### src/fetch_frontend_defs.svh
`ifndef FETCH_FRONTEND_DEFS_SVH
`define FETCH_FRONTEND_DEFS_SVH

// Address the core starts fetching from once reset is released
`define RESET_PC 32'h0000_0000

// Instruction memory size in 32-bit words
`define IMEM_DEPTH 256

// Word index width into the instruction memory, log2 of IMEM_DEPTH
`define IMEM_AW 8

// Number of branch target buffer entries
`define BTB_ENTRIES 16

// Index width into the target buffer, log2 of BTB_ENTRIES
`define BTB_IDX_W 4

// Width of the exception code carried with each fetched word
`define EXC_W 5

// MIPS cause code for an address error on load or fetch
`define EXC_ADEL_CODE 4

// Byte offset of the next sequential instruction
`define INST_BYTES 32'd4

`endif

### src/fetch_pkg.sv
`include "fetch_frontend_defs.svh"

package fetch_pkg;

    // Two-bit saturating counter of a target buffer entry
    typedef enum logic [1:0] {
        strong_nt = 2'b00,
        weak_nt   = 2'b01,   // Value every counter takes at reset
        weak_t    = 2'b10,   // Lowest value that predicts taken
        strong_t  = 2'b11
    } ctr_e;

    // Class of a fetched word as seen by the pre-decoder
    typedef enum logic [1:0] {
        op_other  = 2'b00,
        op_j      = 2'b01,   // Opcode 000010
        op_jal    = 2'b10,   // Opcode 000011
        op_branch = 2'b11    // BEQ 000100 or BNE 000101
    } op_e;

    // Exception raised in the fetch stage
    typedef enum logic [`EXC_W-1:0] {
        exc_none = `EXC_W'(0),
        exc_adel = `EXC_W'(`EXC_ADEL_CODE)  // Fetch from a misaligned address
    } exc_e;

    // Raw MIPS opcodes the pre-decoder looks for
    localparam logic [5:0] OPC_J   = 6'b000010;
    localparam logic [5:0] OPC_JAL = 6'b000011;
    localparam logic [5:0] OPC_BEQ = 6'b000100;
    localparam logic [5:0] OPC_BNE = 6'b000101;

endpackage

### src/if_stage.sv
module if_stage (
    input  logic             clk,
    input  logic             reset,
    input  logic             ps_valid,
    input  logic [31:0]      ps_pc,
    output logic             fs_allowin,
    input  logic [31:0]      mem_rdata,
    input  logic             ds_allowin,
    output logic             fs_to_ds_valid,
    output logic [31:0]      fs_pc,
    output logic [31:0]      fs_inst,
    output fetch_pkg::exc_e  fs_exc,
    input  logic             pred_taken,
    input  logic [31:0]      pred_target,
    output logic             pred_redirect,
    output logic [31:0]      redirect_target,
    input  logic             flush
);

    logic           fs_valid;
    logic           fs_first;     // High on the first cycle an item sits in fs
    logic           fs_accept;
    logic [31:0]    inst_buf;
    logic [31:0]    raw_inst;
    logic           fs_misaligned;
    fetch_pkg::op_e fs_op;
    logic           is_jump;
    logic [31:0]    jump_target;

    // Sort the fetched word into the classes the redirect logic cares about
    function automatic fetch_pkg::op_e predecode(input logic [5:0] opcode);
        case (opcode)
            fetch_pkg::OPC_J:   predecode = fetch_pkg::op_j;
            fetch_pkg::OPC_JAL: predecode = fetch_pkg::op_jal;
            fetch_pkg::OPC_BEQ,
            fetch_pkg::OPC_BNE: predecode = fetch_pkg::op_branch;
            default:            predecode = fetch_pkg::op_other;
        endcase
    endfunction

    // fs empties when decode takes its item, so one new item per cycle
    assign fs_allowin     = !fs_valid || ds_allowin;
    assign fs_accept      = ps_valid && fs_allowin;   // ps_valid is already cut on redirect
    assign fs_to_ds_valid = fs_valid;

    always_ff @(posedge clk) begin
        if (reset) begin
            fs_valid <= 1'b0;
            fs_first <= 1'b0;
        end else if (flush) begin
            fs_valid <= 1'b0;   // Drops the held item and any pending prediction
            fs_first <= 1'b0;
        end else begin
            if (fs_allowin) begin
                fs_valid <= ps_valid;
            end
            fs_first <= fs_accept;
        end
    end

    always_ff @(posedge clk) begin
        if (fs_accept) begin
            fs_pc <= ps_pc;
        end
        if (fs_first) begin
            inst_buf <= mem_rdata;   // Keep the word in case decode stalls us
        end
    end

    // Memory data is only fresh on the first cycle, after that use the copy
    assign raw_inst = fs_first ? mem_rdata : inst_buf;

    assign fs_misaligned = (fs_pc[1:0] != 2'b00);
    assign fs_inst       = fs_misaligned ? 32'h0 : raw_inst;
    assign fs_exc        = fs_misaligned ? fetch_pkg::exc_adel : fetch_pkg::exc_none;

    // Pre-decode for early redirects
    assign fs_op       = predecode(raw_inst[31:26]);
    assign is_jump     = (fs_op == fetch_pkg::op_j) || (fs_op == fetch_pkg::op_jal);
    assign jump_target = {fs_pc[31:28], raw_inst[25:0], 2'b00};

    // One-shot redirect, raised only on the first cycle the item is in fs
    always_comb begin
        pred_redirect = fs_valid && fs_first && !fs_misaligned && !flush &&
                        (is_jump || (fs_op == fetch_pkg::op_branch && pred_taken));
        redirect_target = is_jump ? jump_target : pred_target;
    end

endmodule

### config.mk
export PLATFORM = sky130hd
export DESIGN_NAME = if_stage
export DESIGN_NICKNAME = d
export VERILOG_FILES = /design/src/fetch_pkg.sv /design/src/if_stage.sv
export VERILOG_INCLUDE_DIRS = /design/src
export SDC_FILE = /design/constraint.sdc
export NUM_CORES = 1
export LEC_CHECK = 0
export ABC_AREA = 1
export BUFFER_PORTS_ARGS = -buffer_cell sky130_fd_sc_hd__buf_2
export CORE_MARGIN = 1
export CORE_UTILIZATION = 35
export DETAILED_ROUTE_END_ITERATION = 10
export GPL_TIMING_DRIVEN = 0
export PLACE_DENSITY_LB_ADDON = 0.15
export SLEW_MARGIN = 40
export SYNTH_ARGS = -nofsm -noshare
export SYNTH_HDL_FRONTEND = slang
export SYNTH_SLANG_ARGS = --single-unit
### constraint.sdc
create_clock -name clk -period 5.5 [get_ports clk]
set_input_delay 0.55 -clock clk [delete_from_list [all_inputs] [get_ports clk]]
set_output_delay 0.55 -clock clk [all_outputs]
set_load 0.01 [all_outputs]
# == Word-level counts from Yosys, hierarchy flattened ==
# Index checks and enable logic that the tools add are counted.
# classes
n_eq_ne,7
mux,5
reduce_logical,15
# op_table
operator,count
two-way mux 32 bit,3
"equality test 6 x 2 -> 1 bit, second input constant",2
"equality test 6 x 3 -> 1 bit, second input constant",2
logical AND 1 bit,6
one-hot mux 2 bit (3 select lines),1
"equality test 2 bit, second input constant",2
OR reduction 2 bit,2
logical NOT 1 bit,3
logical OR 1 bit,3
two-way mux 3 bit,1
"equality test 2 x 1 -> 1 bit, second input constant",1
nonzero test 2 bit,1
# word_totals
wordCells,31
reg_bits,66
out_inout_bits,104
inputBits,102

# == Longest topological paths before layout ==
# logic_depth
word_depth,8
ltp_mapped,16

# == Worst setup path after synthesis ==
# No wires, ideal clock.
# synth_path
kind,register to output
from,reg fs_first
to,out redirect_target[18]
slack_ps,3049
arrival_time_ps,1901
stages_incl_launch_ff,16
required_ps,4950
cell_sequence,dfxtp_1 -> buf_6 -> inv_8 -> buf_12 -> nand2_4 -> nand2_2 -> nand2_1 -> nor2_1 -> nand2_1 -> nand2_1 -> ha_1 -> buf_2 -> inv_1 -> buf_4 -> buf_2 -> o21ai_1
# synth_via
elab_chain_len,7
elab_cells_between_ends,11
# synth_rtl
item,line,source
from (decl),if_stage.sv:21,logic fs_first;
from (signal assigned),if_stage.sv:57,fs_first <= fs_accept;
two-way mux 32 bit *,--,
named net raw_inst[28],if_stage.sv:24,logic [31:0] raw_inst;
equality test 6 x 3 -> 1 bit,if_stage.sv:32,case (opcode)
OR reduction 2 bit,if_stage.sv:32,
one-hot mux 2 bit (3 select lines) *,if_stage.sv:32,
equality test 2 x 1 -> 1 bit / equality test 2 bit (equally long branches),if_stage.sv:79,assign is_jump = (fs_op == fetch_pkg::op_j) || (fs_op == fetch_pkg::op_jal);
logical OR 1 bit *,if_stage.sv:79,
two-way mux 32 bit *,if_stage.sv:86,redirect_target = is_jump ? jump_target : pred_target;
to (decl),if_stage.sv:16,"output logic [31:0] redirect_target,"
# Mark *: on every way through the listed nets, which the timed path passes. The rest lies on a longest branch.

# == Final worst setup path ==
# layout_path
from,reg fs_first
to,out redirect_target[23]
# Same word-level chain as after synthesis.

==> metrics.md <==
| Metric | Value |
|---|---|
| # hold bufs at CTS | 0 |
| Die width | 94.3 um |
| Worst-Skew Late Latency | 0.33 ns |
| # clock sinks | 66 |
| Congestion Overflow GR | 0 |
| Critical Path RT | 4.95 ns |
| P per Cell Area | 341 nW/um2 |
| CTS root buffer | clkbuf_8 |
| Status | complete, no violations |
| Critical Path Start Type | register |
| Sw Pwr | 0.447 mW |
| Share of cells above drive strength 1 | 50.4% |
| Skew final | 0.00557 ns |
| Switching Share | 30.0% |
| Most common cell after layout, fill and taps aside | buf_2 |
| Post-route design area | 4370 um2 |
| Unrepaired setup endpoints after global routing | false |
| Gr usage total | 19.1% |
| Final Setup Violations | 0 |
| Crit. End Element | output port |
| Largest net degree at the start of global routing | 33 |
| Area of the die | 8890 um2 |
| Leakage | 2.28 nW |
| Placed Area | 4130 um2 |
| H-tree levels | 3 |
| Slew Viols, Final | 0 |
| Seq pwr share | 40.2% |
| Commonest cells after routing, fill and taps aside | buf_2, nand2_1, inv_1 |
| Max Fclk | 309 MHz |
| Area Overhead vs Synth | 46.6% |
| Syn_area_per_cell | 9.20 um2 |
| FF-to-FF setup slack | 4.13 ns |
| Core area | 8220 um2 |
| Final Hold Violating Endpoints | 0 |
| Detailed-router iteration count before antenna repair | 4 |
| Fin util | 53.2% |
| Yosys reg bits | 66 |
| Die Span Y | 94.3 um |
| Hpwl dp | 6350 um |
| Vias in the first global route | 2652 |
| Combinational power share | 27.1% |
| Clk slew on worst S/H paths | 0.07 ns |
| Post-CTS setup buffer count | 0 |
| CTS Buffer Depth | 2 |
| Synth warn | 0 |
| Total Neg Setup Slack | 0 ns |
| Worst Hold Class | in -> reg |
| Number of max-cap violations | 0 |
| Slew headroom | 56.4% |
| Routed vias | 2814 |
| Mapped Area | 2980 um2 |
| RePlAce Congestion | 0.743 |
| Port Buffers | 201 |
| Pint | 1.04 mW |
| Final worst-path cycle share | 58.8% |
| Worst slew pin tran | 0.653 ns |
| Number of remaining DRC errors | 0 |
| WL/cell | 12.7 um |
| Vias/cell | 4.34 |
| Inserted Clock Buffers | 9 |
| Routed WL | 8210 um |
| Worst EP arrival | 2.68 ns |
| Initial Utilization | 36.3% |
| Fin crit period | 3.23 ns |
| Total design power | 1.49 mW |
| Critical path class | reg -> out |
| CTS tree | yes |
| Row count | 33 |
| Inserted Diodes | 0 |
| Initial antenna violation count | 0 |
| Clk pwr share | 32.7% |
| Seq/Total Area, Yosys | 55.1% |
| Final nets | 642 |
| First-pass GRT wire length | 12400 um |
| Post-route ant nets | 0 |
| Crit-path max FO | 10 |
| DRT iter0 DRCs | 77 |
| Mapped Cells | 324 |
| CTS resizes | 0 |
| Max IR drop VDD | 0.218 mV |
| Yosys cell types | 28 |
| Io pins | 206 |
## path summary, 6_finish.rpt
kind,cells past startpoint,startpoint,end
min,1,ps_pc[6],fs_pc[6]
max,15,fs_first,redirect_target[23]
min reg2reg,2,inst_buf[14],inst_buf[14]
max reg2reg,3,fs_to_ds_valid,fs_pc[1]
## synthesized netlist by cell type (all sizes together)
cell type   n  area share, %
nand2      68            9.6
a21oi       5           0.84
edfxtp     32             32
or2        27            5.7
o21ai      52             11
nand3b      1           0.25
nand3       2           0.34
dfxtp      34             23
conb        1           0.13
ha          1           0.42
nor3        3           0.50
nor2       36            4.9
clkbuf      1           0.13
inv        39            5.2
buf        22            5.6
## kinds of logic (layout without fill, tap and decap cells)
| family | count (synthesis) | count (layout) | synth area share [%] |
|---|---|---|---|
| adders and majority gates | 1 | 1 | 0.420 |
| DFF | 66 | 66 | 55.1 |
| AOI/OAI and AO/OA | 57 | 57 | 12.3 |
| other | 1 | 4 | 0.126 |
| and+or+nand+nor | 137 | 137 | 21.2 |
| buffers and inverters | 62 | 279 | 10.9 |
## per-layer routing
| layer | track usage (%) | routed length [um] | vias to the layer above |
|---|---|---|---|
| met5 | 0 | 0 | - |
| met1 | 21.8 | 3520 | 1213 |
| met4 | 8.21 | 142 | 0 |
| met3 | 6.07 | 733 | 11 |
| met2 | 32.4 | 3810 | 143 |
| li1 | - | - | 1447 |
## layout make-up
type	instances	area (um2)
plain buffers	23	170
clock buffers	9	124
clock inverters	7	118
fillers	801	3840
inverters	39	154
multi-input cells	199	1030
flip-flops and latches	66	1640
well taps	105	131
repair buffers	201	1010
## sequential cells by signal (all words and copies together) (netlist names)
register and flops:
fs_pc 32, inst_buf 32, fs_to_ds_valid 1, fs_first 1
## worst max-delay path: stages (launching register included)
cell and delay [ns]:
dfxtp_1 0.33, buf_6 0.15, buf_4 0.21, nand2_1 0.07, nand2_1 0.10, nor2_2 0.05, nand3_1 0.07, nand2_1 0.05
ha_1 0.27, buf_2 0.18, inv_1 0.09, buf_4 0.18, buf_2 0.28, nand2_1 0.08, o21ai_1 0.09, buf_2 0.15
## through the flow
step / worst slack, ns / cells / hold WS, ns
3_5_place_dp: 2.55 / 633 / 0.445
6_report: 2.27 / 649 / 0.385
4_1_cts: 2.21 / 649 / 0.361
5_1_grt: 2.01 / 649 / 0.352
3_3_place_gp: 2.60 / 633 / 0.439
2_1_floorplan: 3.05 / 327 / 0.424
## power groups by stage
stage	logic (mW)	clock network (mW)	registers, mW
after floorplan	0.230	0	0.614
after global placement	0.402	0	0.607
after detailed placement	0.408	0	0.609
after CTS	0.410	0.502	0.599
after global routing	0.454	0.523	0.603
final	0.403	0.488	0.598
Note: power is estimated with default switching activity, not from simulation.
