File: config.mk
export PLATFORM = sky130hd
export DESIGN_NAME = branch_predictor
export DESIGN_NICKNAME = d
export VERILOG_FILES = /design/src/fetch_pkg.sv /design/src/branch_predictor.sv
export VERILOG_INCLUDE_DIRS = /design/src
export SDC_FILE = /design/constraint.sdc
export NUM_CORES = 1
export LEC_CHECK = 0
export BUFFER_PORTS_ARGS = -buffer_cell sky130_fd_sc_hd__buf_2
export CORE_MARGIN = 5
export CORE_UTILIZATION = 60
export CTS_BUF_LIST = sky130_fd_sc_hd__clkbuf_8
export CTS_CLUSTER_SIZE = 12
export DETAILED_ROUTE_END_ITERATION = 7
export HOLD_SLACK_MARGIN = 0.03
export PLACE_DENSITY_LB_ADDON = 0.1
export SLEW_MARGIN = 5
export SYNTH_ARGS = -nofsm -noshare
export SYNTH_HDL_FRONTEND = slang
export SYNTH_SLANG_ARGS = --single-unit
File: constraint.sdc
create_clock -name clk -period 6.3 [get_ports clk]
set_clock_uncertainty 0.05 [all_clocks]
set_input_delay 0.315 -clock clk [delete_from_list [all_inputs] [get_ports clk]]
set_output_delay 0.315 -clock clk [all_outputs]
set_load 0.05 [all_outputs]
File: src/fetch_frontend_defs.svh
`ifndef FETCH_FRONTEND_DEFS_SVH
`define FETCH_FRONTEND_DEFS_SVH

// Address the core starts fetching from once reset is released
`define RESET_PC 32'h0000_0000

// Instruction memory size in 32-bit words
`define IMEM_DEPTH 256

// Word index width into the instruction memory, log2 of IMEM_DEPTH
`define IMEM_AW 8

// Number of branch target buffer entries
`define BTB_ENTRIES 16

// Index width into the target buffer, log2 of BTB_ENTRIES
`define BTB_IDX_W 4

// Width of the exception code carried with each fetched word
`define EXC_W 5

// MIPS cause code for an address error on load or fetch
`define EXC_ADEL_CODE 4

// Byte offset of the next sequential instruction
`define INST_BYTES 32'd4

`endif

File: src/fetch_pkg.sv
`include "fetch_frontend_defs.svh"

package fetch_pkg;

    // Two-bit saturating counter of a target buffer entry
    typedef enum logic [1:0] {
        strong_nt = 2'b00,
        weak_nt   = 2'b01,   // Value every counter takes at reset
        weak_t    = 2'b10,   // Lowest value that predicts taken
        strong_t  = 2'b11
    } ctr_e;

    // Class of a fetched word as seen by the pre-decoder
    typedef enum logic [1:0] {
        op_other  = 2'b00,
        op_j      = 2'b01,   // Opcode 000010
        op_jal    = 2'b10,   // Opcode 000011
        op_branch = 2'b11    // BEQ 000100 or BNE 000101
    } op_e;

    // Exception raised in the fetch stage
    typedef enum logic [`EXC_W-1:0] {
        exc_none = `EXC_W'(0),
        exc_adel = `EXC_W'(`EXC_ADEL_CODE)  // Fetch from a misaligned address
    } exc_e;

    // Raw MIPS opcodes the pre-decoder looks for
    localparam logic [5:0] OPC_J   = 6'b000010;
    localparam logic [5:0] OPC_JAL = 6'b000011;
    localparam logic [5:0] OPC_BEQ = 6'b000100;
    localparam logic [5:0] OPC_BNE = 6'b000101;

endpackage

File: src/branch_predictor.sv
`include "fetch_frontend_defs.svh"

module branch_predictor (
    input  logic        clk,
    input  logic        reset,
    input  logic [31:0] lookup_pc,
    output logic        pred_taken,
    output logic [31:0] pred_target,
    input  logic        br_valid,
    input  logic [31:0] br_pc,
    input  logic [31:0] br_target,
    input  logic        br_taken
);

    localparam int IDX_W = `BTB_IDX_W;
    localparam int TAG_W = 32 - IDX_W - 2;

    logic [`BTB_ENTRIES-1:0] btb_valid;
    logic [TAG_W-1:0]        btb_tag    [`BTB_ENTRIES];
    logic [31:0]             btb_target [`BTB_ENTRIES];
    fetch_pkg::ctr_e         btb_ctr    [`BTB_ENTRIES];

    logic [IDX_W-1:0] lk_idx;
    logic [TAG_W-1:0] lk_tag;
    logic             lk_hit;
    fetch_pkg::ctr_e  lk_ctr;

    logic [IDX_W-1:0] up_idx;
    logic [TAG_W-1:0] up_tag;
    logic             up_hit;

    // Move a counter one step toward the resolved outcome, saturating at the ends
    function automatic fetch_pkg::ctr_e ctr_step(input fetch_pkg::ctr_e cur,
                                                 input logic taken);
        case (cur)
            fetch_pkg::strong_nt: ctr_step = taken ? fetch_pkg::weak_nt : fetch_pkg::strong_nt;
            fetch_pkg::weak_nt:   ctr_step = taken ? fetch_pkg::weak_t : fetch_pkg::strong_nt;
            fetch_pkg::weak_t:    ctr_step = taken ? fetch_pkg::strong_t : fetch_pkg::weak_nt;
            default:              ctr_step = taken ? fetch_pkg::strong_t : fetch_pkg::weak_t;
        endcase
    endfunction

    // Lookup side, indexed by the PC currently in the fetch stage
    assign lk_idx = lookup_pc[IDX_W+1:2];
    assign lk_tag = lookup_pc[31:IDX_W+2];
    assign lk_ctr = btb_ctr[lk_idx];
    assign lk_hit = btb_valid[lk_idx] && (btb_tag[lk_idx] == lk_tag);

    always_comb begin
        pred_taken  = lk_hit && (lk_ctr == fetch_pkg::weak_t ||
                                 lk_ctr == fetch_pkg::strong_t);
        pred_target = btb_target[lk_idx];
    end

    // Update side, driven by resolved branches coming back from decode
    assign up_idx = br_pc[IDX_W+1:2];
    assign up_tag = br_pc[31:IDX_W+2];
    assign up_hit = btb_valid[up_idx] && (btb_tag[up_idx] == up_tag);

    always_ff @(posedge clk) begin
        if (reset) begin
            btb_valid <= '0;
            for (int i = 0; i < `BTB_ENTRIES; i++) begin
                btb_ctr[i] <= fetch_pkg::weak_nt;
            end
        end else if (br_valid) begin
            if (up_hit) begin
                btb_ctr[up_idx] <= ctr_step(btb_ctr[up_idx], br_taken);
            end else if (br_taken) begin
                // A fresh entry starts weakly not taken, so it takes a second
                // taken outcome before the entry predicts
                btb_valid[up_idx] <= 1'b1;
                btb_ctr[up_idx]   <= fetch_pkg::weak_nt;
            end
        end
    end

    // Tag and target only change when a taken branch installs or refreshes them
    always_ff @(posedge clk) begin
        if (br_valid && br_taken) begin
            btb_tag[up_idx]    <= up_tag;
            btb_target[up_idx] <= br_target;
        end
    end

endmodule

## Word level (Yosys, flattened, before mapping)

Memories as Yosys holds them, arrays and structs flattened.
Index checks and enable logic that the tools add are counted.

| operators by class | value |
|---|---|
| order comparisons | 3 |
| eq/ne operators | 6 |
| multiplexer cells | 31 |
| bitwise gates (word level) | 3 |
| reductions and logical operators | 9 |

Operator list:

| cell | number |
|---|---|
| $eq 26x26->1 | 2 |
| $mux 1 | 19 |
| $or 16x16->16 | 1 |
| $mux 2 | 7 |
| $lt 4x5->1 const B | 2 |
| $bmux 1 s4 | 2 |
| $eq 2x2->1 const B | 3 |
| $pmux 2 s3 | 1 |
| $logic_and 1x1->1 | 5 |
| $demux 1 s4 | 1 |
| $ge 4x1->1 const B | 1 |
| $mux 4 | 1 |
| $reduce_and 3->1 | 1 |
| $eq 2x1->1 const B | 1 |
| $logic_not 2->1 | 1 |
| $reduce_or 2->1 | 1 |
| $logic_or 1x1->1 | 1 |
| $not 1->1 | 1 |
| $or 1x1->1 | 1 |

| storage, ports and cells | value |
|---|---|
| bits in registers | 16 |
| RAM bits | 960 |
| bits of input ports | 100 |
| output and inout bits | 33 |
| logic and storage cells | 56 |
| memories | 3 |

Memories:

| name | words | width | read ports | clocked after memory_dff | write ports | line | RTL |
|---|---|---|---|---|---|---|---|
| btb_target | 16 | 32 | 1 | 0 | 1 | branch_predictor.sv:20 | `` logic [31:0] btb_target [`BTB_ENTRIES]; `` |
| btb_tag | 16 | 26 | 2 | 0 | 1 | branch_predictor.sv:19 | `` logic [TAG_W-1:0] btb_tag [`BTB_ENTRIES]; `` |
| btb_ctr | 16 | 2 | 2 | 0 | 16 | branch_predictor.sv:21 | `` fetch_pkg::ctr_e btb_ctr [`BTB_ENTRIES]; `` |

## Depth between registers and ports, before layout

| logic depth | value |
|---|---|
| depth after elaboration | 10 |
| depth in mapped cells | 14 |
| mapped depth without buffers | 8 |

## Least setup slack after synthesis

OpenSTA, ideal clock, no wires.

| timing | value |
|---|---|
| path type | input -> register |
| from | in br_pc[4] |
| to | mem btb_ctr[12][0] (netlist name), enable pin |
| library setup time | 0.305 ns |
| arrival time | 4.529 ns |
| data required time | 5.945 ns |
| slack | 1.417 ns |
| stages on the path | 8 |
| path buffers | 5 |
| path through | buf_2 -> buf_2 -> buf_2 -> buf_2 -> clkbuf_1 -> nand3_1 -> nor2_1 -> a211o_1 |

RTL lines:

| element | line | RTL |
|---|---|---|
| start: declaration | branch_predictor.sv:10 | `input logic [31:0] br_pc,` |
| end: declaration | branch_predictor.sv:21 |  |

## Worst setup path after layout

| timing | value |
|---|---|
| from | in lookup_pc[2] |
| to | out pred_taken |

| on the way | value |
|---|---|
| cells in the longest elaborated chain, start to end | 4 |
| elaborated cells on any way between the ends | 10 |
| those cells by class | 3 x eq/ne; 2 x mux; 3 x reduce/logical; 2 x memory |

Ends and longest elaborated chain:

| element | line | RTL |
|---|---|---|
| start: declaration | branch_predictor.sv:6 | `input logic [31:0] lookup_pc,` |
| $mem_v2 16x26 (tied with other cells) | - |  |
| $eq 26x26->1 (tied with other cells) | branch_predictor.sv:47 | `assign lk_hit = btb_valid[lk_idx] && (btb_tag[lk_idx] == lk_tag);` |
| $logic_and 1x1->1 or $logic_or 1x1->1 (tied branches) | branch_predictor.sv:47, branch_predictor.sv:50 |  |
| $logic_and 1x1->1 * | branch_predictor.sv:50 | `pred_taken = lk_hit && (lk_ctr == fetch_pkg::weak_t \|\|` |
| end: declaration | branch_predictor.sv:7 | `output logic pred_taken,` |

Mark *: on every way between the ends. The rest lies on a longest branch, timed or not. The select of a mux whose other input is x is not followed.

==> results.sh <==
export IMPL_clock_latency_ns=0.81
export IMPL_finalNetCount=2382
export IMPL_fin_util_pct=68.5
export IMPL_seqCellArea_sq_um=29100
export IMPL_endpoint_kind="output port"
export IMPL_clk_pin_slew_ns=0.06
export IMPL_portBuffers=128
export IMPL_syn_inst=2006
export IMPL_hold_class="input pin to register"
export IMPL_ios=133
export IMPL_antenna_found_initial=4
export IMPL_synth_edf_count=960
export IMPL_p_leak_nw=15.3
export IMPL_hold_viol_final=0
export IMPL_synth_ff_type="edfxtp_1"
export IMPL_switching_share_pct=23.6
export IMPL_p_switching_mw=3.13
export IMPL_arrival_ns=4.59
export IMPL_min_from="br_valid"
export IMPL_hold_slack_ns=0.152
export IMPL_via_per_inst=6.71
export IMPL_p_int_mw=10.1
export IMPL_multiInputGateArea_sq_um=12100
export IMPL_clock_power_share_pct=37.4
export IMPL_wl_microns=104000
export IMPL_drive_above_1_share_pct=31.9
export IMPL_h_tree_depth=4
export IMPL_pwr_share_comb_pct=8.1
export IMPL_yosysWarningCount=0
export IMPL_status="finished clean"
export IMPL_die_y_microns=274
export IMPL_synth_area_leaders="edfxtp_1, mux4_2, mux2i_1, dfxtp_1, xnor2_1"
export IMPL_ant_nets=0
export IMPL_powerDensity_nw_per_um2=281
export IMPL_syn_to_final_growth_pct=12.9
export IMPL_rows=96
export IMPL_ys_seq_area_share_pct=69.7
export IMPL_synth_largest_area_cell="edfxtp_1"
export IMPL_globalplace_congestion=0.916
export IMPL_core_area_sq_um=68800
export IMPL_cts_max_path_buffers=3
export IMPL_synth_area_sq_um=41800
export IMPL_peakVddDrop_mv=0.201
export IMPL_crit_required_ns=5.93
export IMPL_cts_buffers=158
export IMPL_max_freq_mhz=202
export IMPL_critPathMaxFanout=78
export IMPL_grt_pass1_wl_microns=154000
export IMPL_synth_fp_nets=2106
export IMPL_cts_tree="done"
export IMPL_tightest_slew_ns=1.15
export IMPL_drt_pass1_iter_count=7
export IMPL_dieArea_sq_um=75100
export IMPL_cts_resized=0
export IMPL_wire_per_inst_microns=31.0
export IMPL_seqPwrFrac_pct=54.5
export IMPL_drtIter0Drc=2609
export IMPL_final_setup_tns_ns=0
export IMPL_relSlewSlack_pct=23.1
export IMPL_grt_max_degree=82
export IMPL_rsz0062_at_grt="false"
export IMPL_die_x_microns=274
export IMPL_cts_sinks=976
export IMPL_synth_top_cell_area_share_pct=69.0
export IMPL_slew_violations=0
export IMPL_cts_hold_buf=59
export IMPL_synth_common_cells="edfxtp_1, mux4_2, mux2i_1, clkbuf_1, nor2_1"
export IMPL_syn_area_per_cell_sq_um=20.8
export IMPL_grt_use_total_pct=28.2
export IMPL_initial_utilization_pct=60.7
export IMPL_cap_violations=0
export IMPL_period_needed_ns=4.96
export IMPL_grt_overflow=0
export IMPL_ys_ff_latch=976
export IMPL_num_fill_cells=4382
export IMPL_vias=22400
export IMPL_grt_pass1_vias=23200
export IMPL_synth_most_common_cell="edfxtp_1"
export IMPL_startpoint="lookup_pc[2]"
export IMPL_setup_violations=0
export IMPL_synthArstFlopShare_pct=0
export IMPL_crit_type="input pin to output port"
export IMPL_dp_hpwl_microns=57900
export IMPL_remaining_drc_errors=0
export IMPL_critPathLaunchType="input pin"
export IMPL_r2r_start="btb_tag[3][11]"
export IMPL_yosysUniqueCellTypes=62
export IMPL_root_buffer="clkbuf_8"
export IMPL_post_cts_buffers=0
export IMPL_post_route_period_util_pct=78.7
==> logic make-up after synthesis <==
kind of cell / count (synthesis) / share of synthesized area (%)
AOI/OAI and AO/OA: 146 / 2.51
xor gates and xnor gates: 53 / 1.11
adders and majority gates: 2 / 0.0479
buffers and inverters: 141 / 1.63
DFF: 976 / 69.7
muxes: 488 / 22.5
and+or+nand+nor: 200 / 2.47
==> cell type report <==
type	instances	share of cell area [%]
inverters	14	0.111
repair buffers	243	3.93
diodes	4	0.0212
clock inverters	123	1.40
multi-input cells	889	25.6
clock buffers	159	4.64
well taps	931	2.47
flip-flops and latches	976	61.8
==> path summary, 6_finish.rpt <==
path | cells after the start | slack, ns | to
worst min-delay path | 3 | 0.15 | btb_ctr[12][0]
worst min register to register | 2 | 0.43 | btb_valid[8]
worst max-delay path | 8 | 1.34 | pred_taken
worst max register to register | 8 | 2.08 | btb_ctr[10][1]
==> worst max-delay path, stage by stage <==
cell	delay, ns
buf_8	0.61
buf_4	0.83
mux4_2	0.61
mux4_2	0.48
xnor2_1	0.36
nand4_1	0.33
nor4_1	0.55
buf_2	0.36
==> layout by cell type, fill, tap and decap left out, types with 5 or more instances in the layout <==
cell / count
edfxtp_1: 960
mux4_2: 352
clkbuf_8: 159
buf_2: 122
mux2i_1: 109
inv_1: 62
dlygate4sd3_1: 59
clkinv_1: 45
buf_4: 44
nand2_1: 39
xnor2_1: 32
nor2_1: 26
a22oi_1: 24
o21ai_0: 24
mux2_2: 21
xor2_1: 21
nand3_1: 20
nor3_1: 18
nand2b_1: 17
nand4_1: 17
a21oi_1: 16
nor2_4: 16
dfxtp_1: 16
clkinv_2: 15
buf_12: 13
and3_1: 12
nor4_1: 11
nor2b_1: 10
o22ai_1: 10
o41ai_1: 9
o211ai_1: 8
a22o_1: 7
o31ai_1: 7
a221oi_1: 6
mux4_1: 6
a211oi_1: 5
==> power by group through the flow <==
stage	registers (mW)	clock network, mW	logic [mW]
floorplan	7.37	0	0.680
global placement	7.37	0	1.02
detailed placement	7.37	0	1.04
CTS	7.24	5.05	1.07
global route	7.24	5.38	1.13
finish	7.24	4.97	1.07
==> per-stage QoR <==
stage	area, sq um	cells	setup slack [ns]	power (mW)
global route	47200	3337	1.10	13.8
finish	47200	3339	1.34	13.3
floorplan	41800	2006	1.42	8.05
global placement	43700	2994	1.39	8.38
detailed placement	43700	2994	1.36	8.41
CTS	47200	3335	1.35	13.4
==> state kept, by name (all words and copies together), names as in the netlist <==
signal,count
btb_valid,16
btb_target,512
btb_tag,416
btb_ctr,32
==> layer usage <==
layer	vias to the layer above	GRT usage (%)	share of wire [%]
met5	-	0	0.011
met4	2	9.39	2.8
met3	193	5.51	8.4
met2	1117	45.2	49
met1	11900	40.0	39
li1	9187	-	-
Note: power is estimated with default switching activity, not from simulation.
